<file path="src/verilog/lsu_bus_pkg.sv">
////////////////////
// lsu bus types
// widths of the data bus side of the load/store unit:
// byte addresses, data words and per-lane byte enables
////////////////////

`default_nettype none

package lsu_bus_pkg;

  ////////////////////
  // bus widths
  ////////////////////

  typedef logic [31:0] addr_t; // byte address, bus sees it word aligned
  typedef logic [31:0] data_t; // one bus / register data word

  // one enable per byte lane, lane 0 is bits 7:0
  typedef logic [3:0]  be_t;

endpackage : lsu_bus_pkg

`default_nettype wire

</file>
<file path="src/verilog/lsu_access_pkg.sv">
////////////////////
// lsu access types
// describes a single core access: where it sits in the
// word and how wide it is
////////////////////

`default_nettype none

package lsu_access_pkg;

  ////////////////////
  // access geometry
  ////////////////////

  typedef logic [1:0] byte_off_t; // address bits 1:0
  typedef logic [1:0] size_t;     // access width code

  // size codes as issued by the core decoder
  localparam size_t size_word = 2'd0; // 4 bytes
  localparam size_t size_half = 2'd1; // 2 bytes
  localparam size_t size_byte = 2'd2; // 1 byte

  // code 3 is unused, treated like a byte access

endpackage : lsu_access_pkg

`default_nettype wire

</file>
<file path="src/verilog/lsu_req_buf.sv">
////////////////////
// lsu request buffer
// holds the core request for the whole transaction,
// derives offset and split flag, keeps the first read
// word of a split load for realignment
////////////////////

`default_nettype none

module lsu_req_buf (
  input  wire logic                      clk_i,
  input  wire logic                      rst_ni,
  input  wire logic                      req_i,        // single-cycle strobe from core
  input  wire lsu_bus_pkg::addr_t        addr_i,
  input  wire logic                      we_i,
  input  wire lsu_access_pkg::size_t     size_i,
  input  wire lsu_bus_pkg::data_t        wdata_i,
  input  wire logic                      sign_ext_i,
  input  wire logic                      first_done_i, // first part of split access done
  input  wire lsu_bus_pkg::data_t        data_rdata_i,
  output lsu_bus_pkg::addr_t             addr_o,
  output logic                           we_o,
  output lsu_access_pkg::size_t          size_o,
  output lsu_bus_pkg::data_t             wdata_o,
  output logic                           sign_ext_o,
  output lsu_access_pkg::byte_off_t      offset_o,
  output logic                           split_o,
  output lsu_bus_pkg::data_t             first_word_o
);
  import lsu_bus_pkg::*;
  import lsu_access_pkg::*;

  addr_t addr_q;
  data_t wdata_q;
  data_t first_word_q; // read data of the first part
  logic  we_q;
  size_t size_q;
  logic  sign_ext_q;

  // access context, cleared so the idle unit looks like an aligned word load
  always_ff @(posedge clk_i or negedge rst_ni) begin
    if (!rst_ni) begin
      we_q       <= 1'b0;
      size_q     <= size_word;
      sign_ext_q <= 1'b0;
    end else if (req_i) begin
      we_q       <= we_i;
      size_q     <= size_i;
      sign_ext_q <= sign_ext_i;
    end
  end

  // payload
  always_ff @(posedge clk_i) begin
    if (req_i) begin
      addr_q  <= addr_i;
      wdata_q <= wdata_i;
    end
    if (first_done_i) first_word_q <= data_rdata_i; // low bytes of a split load
  end

  assign offset_o = addr_q[1:0];

  // word off its boundary, or halfword crossing into the next word
  assign split_o = ((size_q == size_word) && (offset_o != 2'b00)) ||
                   ((size_q == size_half) && (offset_o == 2'b11));

  assign addr_o       = addr_q;
  assign we_o         = we_q;
  assign size_o       = size_q;
  assign wdata_o      = wdata_q;
  assign sign_ext_o   = sign_ext_q;
  assign first_word_o = first_word_q;

endmodule : lsu_req_buf

`default_nettype wire

</file>
<file path="src/verilog/lsu_bus_seq.sv">
////////////////////
// lsu bus sequencer
// runs the req/gnt/rvalid handshake for one or two parts,
// builds byte enables and lane-rotated store data,
// signals completion, errors and the last granted address
////////////////////

`default_nettype none

module lsu_bus_seq (
  input  wire logic                      clk_i,
  input  wire logic                      rst_ni,
  input  wire logic                      req_i,      // core strobe, starts a transaction
  input  wire lsu_bus_pkg::addr_t        addr_i,     // latched request address
  input  wire logic                      we_i,
  input  wire lsu_access_pkg::size_t     size_i,
  input  wire lsu_bus_pkg::data_t        wdata_i,
  input  wire lsu_access_pkg::byte_off_t offset_i,
  input  wire logic                      split_i,
  input  wire logic                      data_gnt_i,
  input  wire logic                      data_rvalid_i,
  input  wire logic                      data_err_i,
  output logic                           data_req_o,
  output lsu_bus_pkg::addr_t             data_addr_o,
  output logic                           data_we_o,
  output lsu_bus_pkg::be_t               data_be_o,
  output lsu_bus_pkg::data_t             data_wdata_o,
  output logic                           first_done_o,
  output logic                           valid_o,
  output logic                           load_err_o,
  output logic                           store_err_o,
  output logic                           busy_o,
  output lsu_bus_pkg::addr_t             addr_last_o
);
  import lsu_bus_pkg::*;
  import lsu_access_pkg::*;

  typedef enum logic [2:0] {
    state_idle,
    state_wait_gnt,     // first (or only) part requested
    state_wait_rvalid,
    state_wait_gnt2,    // second part of a split access
    state_wait_rvalid2
  } state_e;

  state_e state_q, state_d;

  logic       second_part; // bus currently carries the second part
  logic [3:0] size_lanes;  // lanes of the access before shifting
  logic [7:0] be_wide;     // lanes over two consecutive words
  logic [63:0] wdata_dbl;
  addr_t      addr_aligned;
  addr_t      addr_next;   // next aligned word, target of part two
  addr_t      addr_last_q;

  ////////////////////
  // fsm
  ////////////////////

  always_comb begin
    state_d      = state_q;
    data_req_o   = 1'b0;
    second_part  = 1'b0;
    first_done_o = 1'b0;
    valid_o      = 1'b0;

    unique case (state_q)
      state_idle: begin
        if (req_i) state_d = state_wait_gnt; // request goes out next cycle
      end
      state_wait_gnt: begin
        data_req_o = 1'b1;
        if (data_gnt_i) state_d = state_wait_rvalid;
      end
      state_wait_rvalid: begin
        if (data_rvalid_i) begin
          if (data_err_i || !split_i) begin
            valid_o = 1'b1; // done, or first part failed and part two is dropped
            state_d = state_idle;
          end else begin
            // first part ok, second request goes out in this same cycle
            first_done_o = 1'b1;
            data_req_o   = 1'b1;
            second_part  = 1'b1;
            state_d      = data_gnt_i ? state_wait_rvalid2 : state_wait_gnt2;
          end
        end
      end
      state_wait_gnt2: begin
        data_req_o  = 1'b1;
        second_part = 1'b1;
        if (data_gnt_i) state_d = state_wait_rvalid2;
      end
      state_wait_rvalid2: begin
        if (data_rvalid_i) begin
          valid_o = 1'b1;
          state_d = state_idle;
        end
      end
      default: state_d = state_idle;
    endcase
  end

  always_ff @(posedge clk_i or negedge rst_ni) begin
    if (!rst_ni) begin
      state_q     <= state_idle;
      addr_last_q <= '0;
    end else begin
      state_q <= state_d;
      if (data_req_o && data_gnt_i) begin
        // byte address of the part just granted, kept for the trap value
        addr_last_q <= second_part ? addr_next : addr_i;
      end
    end
  end

  ////////////////////
  // be and wdata
  ////////////////////

  always_comb begin
    unique case (size_i)
      size_word: size_lanes = 4'b1111;
      size_half: size_lanes = 4'b0011;
      default:   size_lanes = 4'b0001; // byte
    endcase
  end

  // low nibble is part one, spill-over into the high nibble is part two
  assign be_wide = {4'b0000, size_lanes} << offset_i;

  // rotate left by offset bytes, same lanes serve both parts
  assign wdata_dbl = {wdata_i, wdata_i} << {offset_i, 3'b000};

  assign addr_aligned = {addr_i[31:2], 2'b00};
  assign addr_next    = addr_aligned + 32'd4;

  ////////////////////
  // outputs
  ////////////////////

  assign data_addr_o  = second_part ? addr_next : addr_aligned;
  assign data_be_o    = second_part ? be_wide[7:4] : be_wide[3:0];
  assign data_wdata_o = wdata_dbl[63:32];
  assign data_we_o    = we_i;

  // error kind follows the direction of the access
  assign load_err_o  = valid_o & data_err_i & ~we_i;
  assign store_err_o = valid_o & data_err_i & we_i;

  assign busy_o      = (state_q != state_idle);
  assign addr_last_o = addr_last_q;

endmodule : lsu_bus_seq

`default_nettype wire

</file>
<file path="src/verilog/lsu_load_align.sv">
////////////////////
// lsu load aligner
// moves the loaded bytes down to bit 0, joins the two
// words of a split load, zero or sign extends
////////////////////

`default_nettype none

module lsu_load_align (
  input  wire lsu_access_pkg::size_t     size_i,
  input  wire logic                      sign_ext_i,
  input  wire lsu_access_pkg::byte_off_t offset_i,
  input  wire lsu_bus_pkg::data_t        first_word_i, // first part of a split load
  input  wire lsu_bus_pkg::data_t        data_rdata_i, // word on the bus now
  output lsu_bus_pkg::data_t             rdata_o
);
  import lsu_bus_pkg::*;
  import lsu_access_pkg::*;

  logic [63:0] joined_dbl; // current word above the first word
  logic [4:0]  shamt;      // offset in bits
  data_t       joined;     // split window, starts at the offset
  data_t       local_win;  // window inside the current word
  data_t       win;        // selected bytes at bit 0

  assign shamt      = {offset_i, 3'b000};
  assign joined_dbl = {data_rdata_i, first_word_i} >> shamt;
  assign joined     = joined_dbl[31:0];
  assign local_win  = data_rdata_i >> shamt;

  ////////////////////
  // window select
  ////////////////////

  always_comb begin
    unique case (size_i)
      size_word: begin
        win = (offset_i == 2'b00) ? data_rdata_i : joined; // any offset crosses words
      end
      size_half: begin
        win = (offset_i == 2'b11) ? joined : local_win;    // only offset 3 crosses
      end
      default: begin
        win = local_win;                                   // a byte never crosses
      end
    endcase
  end

  ////////////////////
  // extension
  ////////////////////

  always_comb begin
    unique case (size_i)
      size_word: rdata_o = win;
      size_half: rdata_o = {{16{sign_ext_i & win[15]}}, win[15:0]};
      default:   rdata_o = {{24{sign_ext_i & win[7]}}, win[7:0]};
    endcase
  end

endmodule : lsu_load_align

`default_nettype wire

</file>
<file path="src/verilog/lsu_top.sv">
////////////////////
// load/store unit top
// request buffer, bus sequencer and load aligner for a
// 32-bit core on a req/gnt/rvalid data bus
////////////////////

`default_nettype none

module lsu_top (
  input  wire logic                  clk_i,
  input  wire logic                  rst_ni,
  // core side
  input  wire logic                  req_i,
  input  wire lsu_bus_pkg::addr_t    addr_i,
  input  wire logic                  we_i,
  input  wire lsu_access_pkg::size_t size_i,
  input  wire lsu_bus_pkg::data_t    wdata_i,
  input  wire logic                  sign_ext_i,
  output lsu_bus_pkg::data_t         rdata_o,
  output logic                       valid_o,
  output logic                       load_err_o,
  output logic                       store_err_o,
  output logic                       busy_o,
  output lsu_bus_pkg::addr_t         addr_last_o,
  // data bus
  output logic                       data_req_o,
  input  wire logic                  data_gnt_i,
  input  wire logic                  data_rvalid_i,
  input  wire logic                  data_err_i,
  output lsu_bus_pkg::addr_t         data_addr_o,
  output logic                       data_we_o,
  output lsu_bus_pkg::be_t           data_be_o,
  output lsu_bus_pkg::data_t         data_wdata_o,
  input  wire lsu_bus_pkg::data_t    data_rdata_i
);
  import lsu_bus_pkg::*;
  import lsu_access_pkg::*;

  addr_t     buf_addr;
  logic      buf_we;
  size_t     buf_size;
  data_t     buf_wdata;
  logic      buf_sign_ext;
  byte_off_t buf_offset;
  logic      buf_split;
  data_t     buf_first_word;
  logic      first_done;

  lsu_req_buf i_req_buf (
    .clk_i        (clk_i),
    .rst_ni       (rst_ni),
    .req_i        (req_i),
    .addr_i       (addr_i),
    .we_i         (we_i),
    .size_i       (size_i),
    .wdata_i      (wdata_i),
    .sign_ext_i   (sign_ext_i),
    .first_done_i (first_done),
    .data_rdata_i (data_rdata_i),
    .addr_o       (buf_addr),
    .we_o         (buf_we),
    .size_o       (buf_size),
    .wdata_o      (buf_wdata),
    .sign_ext_o   (buf_sign_ext),
    .offset_o     (buf_offset),
    .split_o      (buf_split),
    .first_word_o (buf_first_word)
  );

  lsu_bus_seq i_bus_seq (
    .clk_i         (clk_i),
    .rst_ni        (rst_ni),
    .req_i         (req_i),
    .addr_i        (buf_addr),
    .we_i          (buf_we),
    .size_i        (buf_size),
    .wdata_i       (buf_wdata),
    .offset_i      (buf_offset),
    .split_i       (buf_split),
    .data_gnt_i    (data_gnt_i),
    .data_rvalid_i (data_rvalid_i),
    .data_err_i    (data_err_i),
    .data_req_o    (data_req_o),
    .data_addr_o   (data_addr_o),
    .data_we_o     (data_we_o),
    .data_be_o     (data_be_o),
    .data_wdata_o  (data_wdata_o),
    .first_done_o  (first_done),
    .valid_o       (valid_o),
    .load_err_o    (load_err_o),
    .store_err_o   (store_err_o),
    .busy_o        (busy_o),
    .addr_last_o   (addr_last_o)
  );

  lsu_load_align i_load_align (
    .size_i       (buf_size),
    .sign_ext_i   (buf_sign_ext),
    .offset_i     (buf_offset),
    .first_word_i (buf_first_word),
    .data_rdata_i (data_rdata_i),
    .rdata_o      (rdata_o)
  );

endmodule : lsu_top

`default_nettype wire

</file>
<file path="config.mk">
export PLATFORM = sky130hd
export DESIGN_NAME = lsu_top
export DESIGN_NICKNAME = d
export VERILOG_FILES = /design/src/verilog/lsu_bus_pkg.sv /design/src/verilog/lsu_access_pkg.sv /design/src/verilog/lsu_req_buf.sv /design/src/verilog/lsu_bus_seq.sv /design/src/verilog/lsu_load_align.sv /design/src/verilog/lsu_top.sv
export SDC_FILE = /design/constraint.sdc
export NUM_CORES = 1
export LEC_CHECK = 0
export BUFFER_PORTS_ARGS = -buffer_cell sky130_fd_sc_hd__buf_2
export CAP_MARGIN = 25
export CORE_MARGIN = 5
export CORE_UTILIZATION = 56
export CTS_CLUSTER_DIAMETER = 30
export DETAILED_ROUTE_END_ITERATION = 10
export PLACE_DENSITY = 0.87
export SYNTH_ARGS = -nofsm -noshare
export SYNTH_HDL_FRONTEND = slang
export SYNTH_SLANG_ARGS = --single-unit
</file>
<file path="constraint.sdc">
create_clock -name clk_i -period 7.6 [get_ports clk_i]
set_input_delay 0.38 -clock clk_i [delete_from_list [all_inputs] [get_ports clk_i]]
set_output_delay 0.38 -clock clk_i [all_outputs]
set_load 0.01 [all_outputs]
</file>
==> qor.csv <==
metric,value,unit
TritonRoute pass-1 iters,6,
die width,128,µm
number of buffers added by the clock tree synthesis step,17,
vias in the first global route,6390,
Worst Hold Depth,1,
minimum clock period,3.92,ns
endpoint of the most critical register-to-register path,i_bus_seq.addr_last_o[4]$_DFFE_PN0P_,
IR Drop Worst-Case VDD,188,µV
Post-synth EDFFs,94,
chip height,128,µm
setup repair after global routing missed its margin,false,
Final Slew Violations,0,
port bufs,241,
initial antenna violation count,1,
internal power of the cells,1750,µW
maximum achievable frequency,255,MHz
type of the tightest min-delay check,in2reg,
synth warn,0,
deepest clock path buffer count,2,
Critical Path Slowest Stage Cell,buf_4,
estimated wirelength of the detail-placed design,15700,µm
DRC marker count from the first detailed-route iteration,703,
number of endpoints with negative hold slack in the final report,0,
cell chosen for the clock root,clkbuf_16,
outcome,completed,
post-DR vias/cell,6.29,
part of the power in combinational logic,0.296,
post-synthesis cell type count,56,
initial core utilization,0.564,
switching power of the nets,846,µW
Power Total,2600,µW
most area-hungry cell type in the Yosys netlist,edfxtp_1,
residual overflow from global routing,0,
setup TNS,0,ns
top cell type's share of synthesized area,0.365,
CP arrival,3.54,ns
CP max FO,77,
area inside the core boundary,13700,µm²
standard-cell rows,43,
number of setup violations in the final report,0,
register area share after synthesis,0.491,
r2r worst-path depth,5,
r2r startpoint,i_req_buf.size_o[1]$_DFFE_PN0P_,
number of remaining DRC errors,0,
Ant. Diodes,0,
top cells by area in the synthesized netlist,"edfxtp_1 36%, dfrtp_1 13%, mux4_2 13%",
pin count of the biggest net entering global routing,78,
power per standard cell area,270,nW/µm²
number of violations of the max-capacitance limit,0,
critical path required time,7.22,ns
Worst slew margin,0.358,
Post-Syn Instances,679,
most used cells in the layout excluding fill and tap cells,"241 x buf_2, 95 x nand2_1, 94 x edfxtp_1",
type of origin of the critical path,flop,
fraction of layout cells with a size suffix above 1,0.384,
share of the cycle needed by the critical path after routing,0.516,
worst-case hold path end point,i_req_buf.wdata_o[12]$_DFFE_PP_,
nets,1004,
Syn Area/Cell,11.4,µm²
via count,6854,
total routing resource utilization after global routing,0.266,
"Primary FF master, synth",edfxtp_1,
routed wirelength normalized by instance count,20.2,µm
cell area after synthesis,7740,µm²
"leading cell type in the layout, fill and taps excluded",buf_2,
synthesis-to-finish area growth,24.3,%
number of levels the H-tree was split into,4,
die area,16300,µm²
count of pins on the block boundary,244,
number of antenna-violating nets in the routed design,0,
critical path capture point type,output port,
delay of the slowest critical-path stage,0.79,ns
FF-to-FF setup slack,4.48,ns
cells traversed along the worst timing path,buf_4 > buf_4 > mux4_2 > nand2_1 > o21ai_0 > nand2_1 > o221ai_1 > buf_2,
path type of the worst setup path,reg2out,
sequential fraction of design power,0.387,
minimum hold slack,0.132,ns
number of synthesized register bits,133,
clock transition at the registers of the reported paths,0.06,ns
proportion of power drawn by the clock network,0.317,
Routed Wire Length,22000,µm
postcts setup bufs,0,
clock insertion delay at the later pin of the skew report,0.42,ns
switching portion of total power,0.326,
wire length of the first global-routing pass,34000,µm
actual transition at the worst max-transition pin,0.958,ns
Sinks on Clock Net,133,
gp weighted congestion,0.907,
worst hold start,wdata_i[12],
clock tree from TritonCTS,done,
Worst Clk Skew,0.00561,ns
Synth async-reset ratio,0.293,
FILL cells,1022,
static leakage,0.00401,µW
==> sequential cells by signal, summed over array words and instances (netlist names) <==
| name | count |
|---|---|
| i_req_buf.first_word_o | 30 |
| i_req_buf.wdata_o | 32 |
| i_req_buf.we_o | 1 |
| i_req_buf.sign_ext_o | 1 |
| i_bus_seq.state_q | 3 |
| i_req_buf.addr_o | 32 |
| i_bus_seq.addr_last_o | 32 |
| i_req_buf.size_o | 2 |
==> power groups by stage <==
stage	Combinational [µW]	Sequential, µW	Clock (µW)
2_1_floorplan	445	1030	0
3_3_place_gp	749	1010	0
3_5_place_dp	767	1020	0
4_1_cts	771	1010	834
5_1_grt	836	1020	874
6_report	770	1010	823
==> synth_stat cells (all sizes together), types with 7 or more instances <==
library cell and count:
o21ai 38, nand3 17, mux2i 32, nand2 95, nor3 7, mux2 15, a31oi 33, and3 7
buf 34, or3 16, nor2 44, o211ai 8, o221ai 14, or4 11, inv 12, edfxtp 94
a22oi 10, a21oi 17, nand2b 11, clkbuf 18, o31ai 13, dfrtp 39, mux4 43, nand4 9
==> worst max-delay path, delay by kind of cell, from the launching register on <==
kind | cells | cell delay (ns)
flops | 1 | 0.32
simple gates | 2 | 0.52
mux | 1 | 0.62
buf+inv | 3 | 1.31
compound gates | 2 | 0.31
==> per-layer routing <==
layer | vias to the layer above | global-route usage | share of wire
met3 | 36 | 0.0715 | 0.096
met5 | - | 0 | 0.00059
met1 | 3329 | 0.346 | 0.38
li1 | 3090 | - | -
met4 | 2 | 0.0662 | 0.017
met2 | 397 | 0.449 | 0.50
==> cell type report <==
type / instances / area (µm²) / area share
Multi-Input combinational cell: 483 / 3680 / 0.382
Clock inverter: 11 / 124 / 0.0129
Sequential cell: 133 / 3800 / 0.395
Timing Repair Buffer: 250 / 1290 / 0.134
Inverter: 12 / 45.0 / 0.00468
Tap cell: 180 / 225 / 0.0234
Clock buffer: 21 / 470 / 0.0489
==> metrics by stage <==
step	setup WS (ns)	cells	area, µm²	utilization
finish	3.68	1090	9630	0.702
global route	3.39	1090	9630	0.702
CTS	3.63	1088	9600	0.700
detailed placement	4.14	1056	9000	0.656
global placement	4.27	1056	9000	0.656
floorplan	3.43	680	7750	-
==> kinds of logic (layout without fill, tap and decap cells) <==
group | after synthesis | count (layout) | share of synthesized area
other | 1 | 2 | 0.000484
buffers and inverters | 64 | 294 | 0.0360
AND/OR/NAND/NOR | 235 | 235 | 0.146
AO/OA/AOI/OAI | 152 | 152 | 0.134
flip-flops | 133 | 133 | 0.491
adder cells (fa/ha/maj) | 1 | 1 | 0.00162
multiplexers | 90 | 90 | 0.188
XOR/XNOR | 3 | 3 | 0.00339
==> repair_timing <==
action / 4_1_cts / 5_1_grt
hold buffers: 0 / 1
endpoints found under the hold margin: 0 / 39
gates resized for setup: 0 / 0
==> how the worst max path moves through the flow <==
stage,start,end,slack [ns]
6_report,i_req_buf.addr_o[1]$_DFFE_PP_,rdata_o[19],3.68
5_1_grt,i_req_buf.addr_o[1]$_DFFE_PP_,rdata_o[19],3.39
4_1_cts,i_req_buf.addr_o[1]$_DFFE_PP_,rdata_o[19],3.63
3_5_place_dp,i_req_buf.addr_o[1]$_DFFE_PP_,rdata_o[19],4.14
3_3_place_gp,i_req_buf.addr_o[1]$_DFFE_PP_,rdata_o[22],4.27
2_1_floorplan,i_req_buf.size_o[0]$_DFFE_PN0P_,data_req_o,3.43
Note: power is estimated with default switching activity, not from simulation.
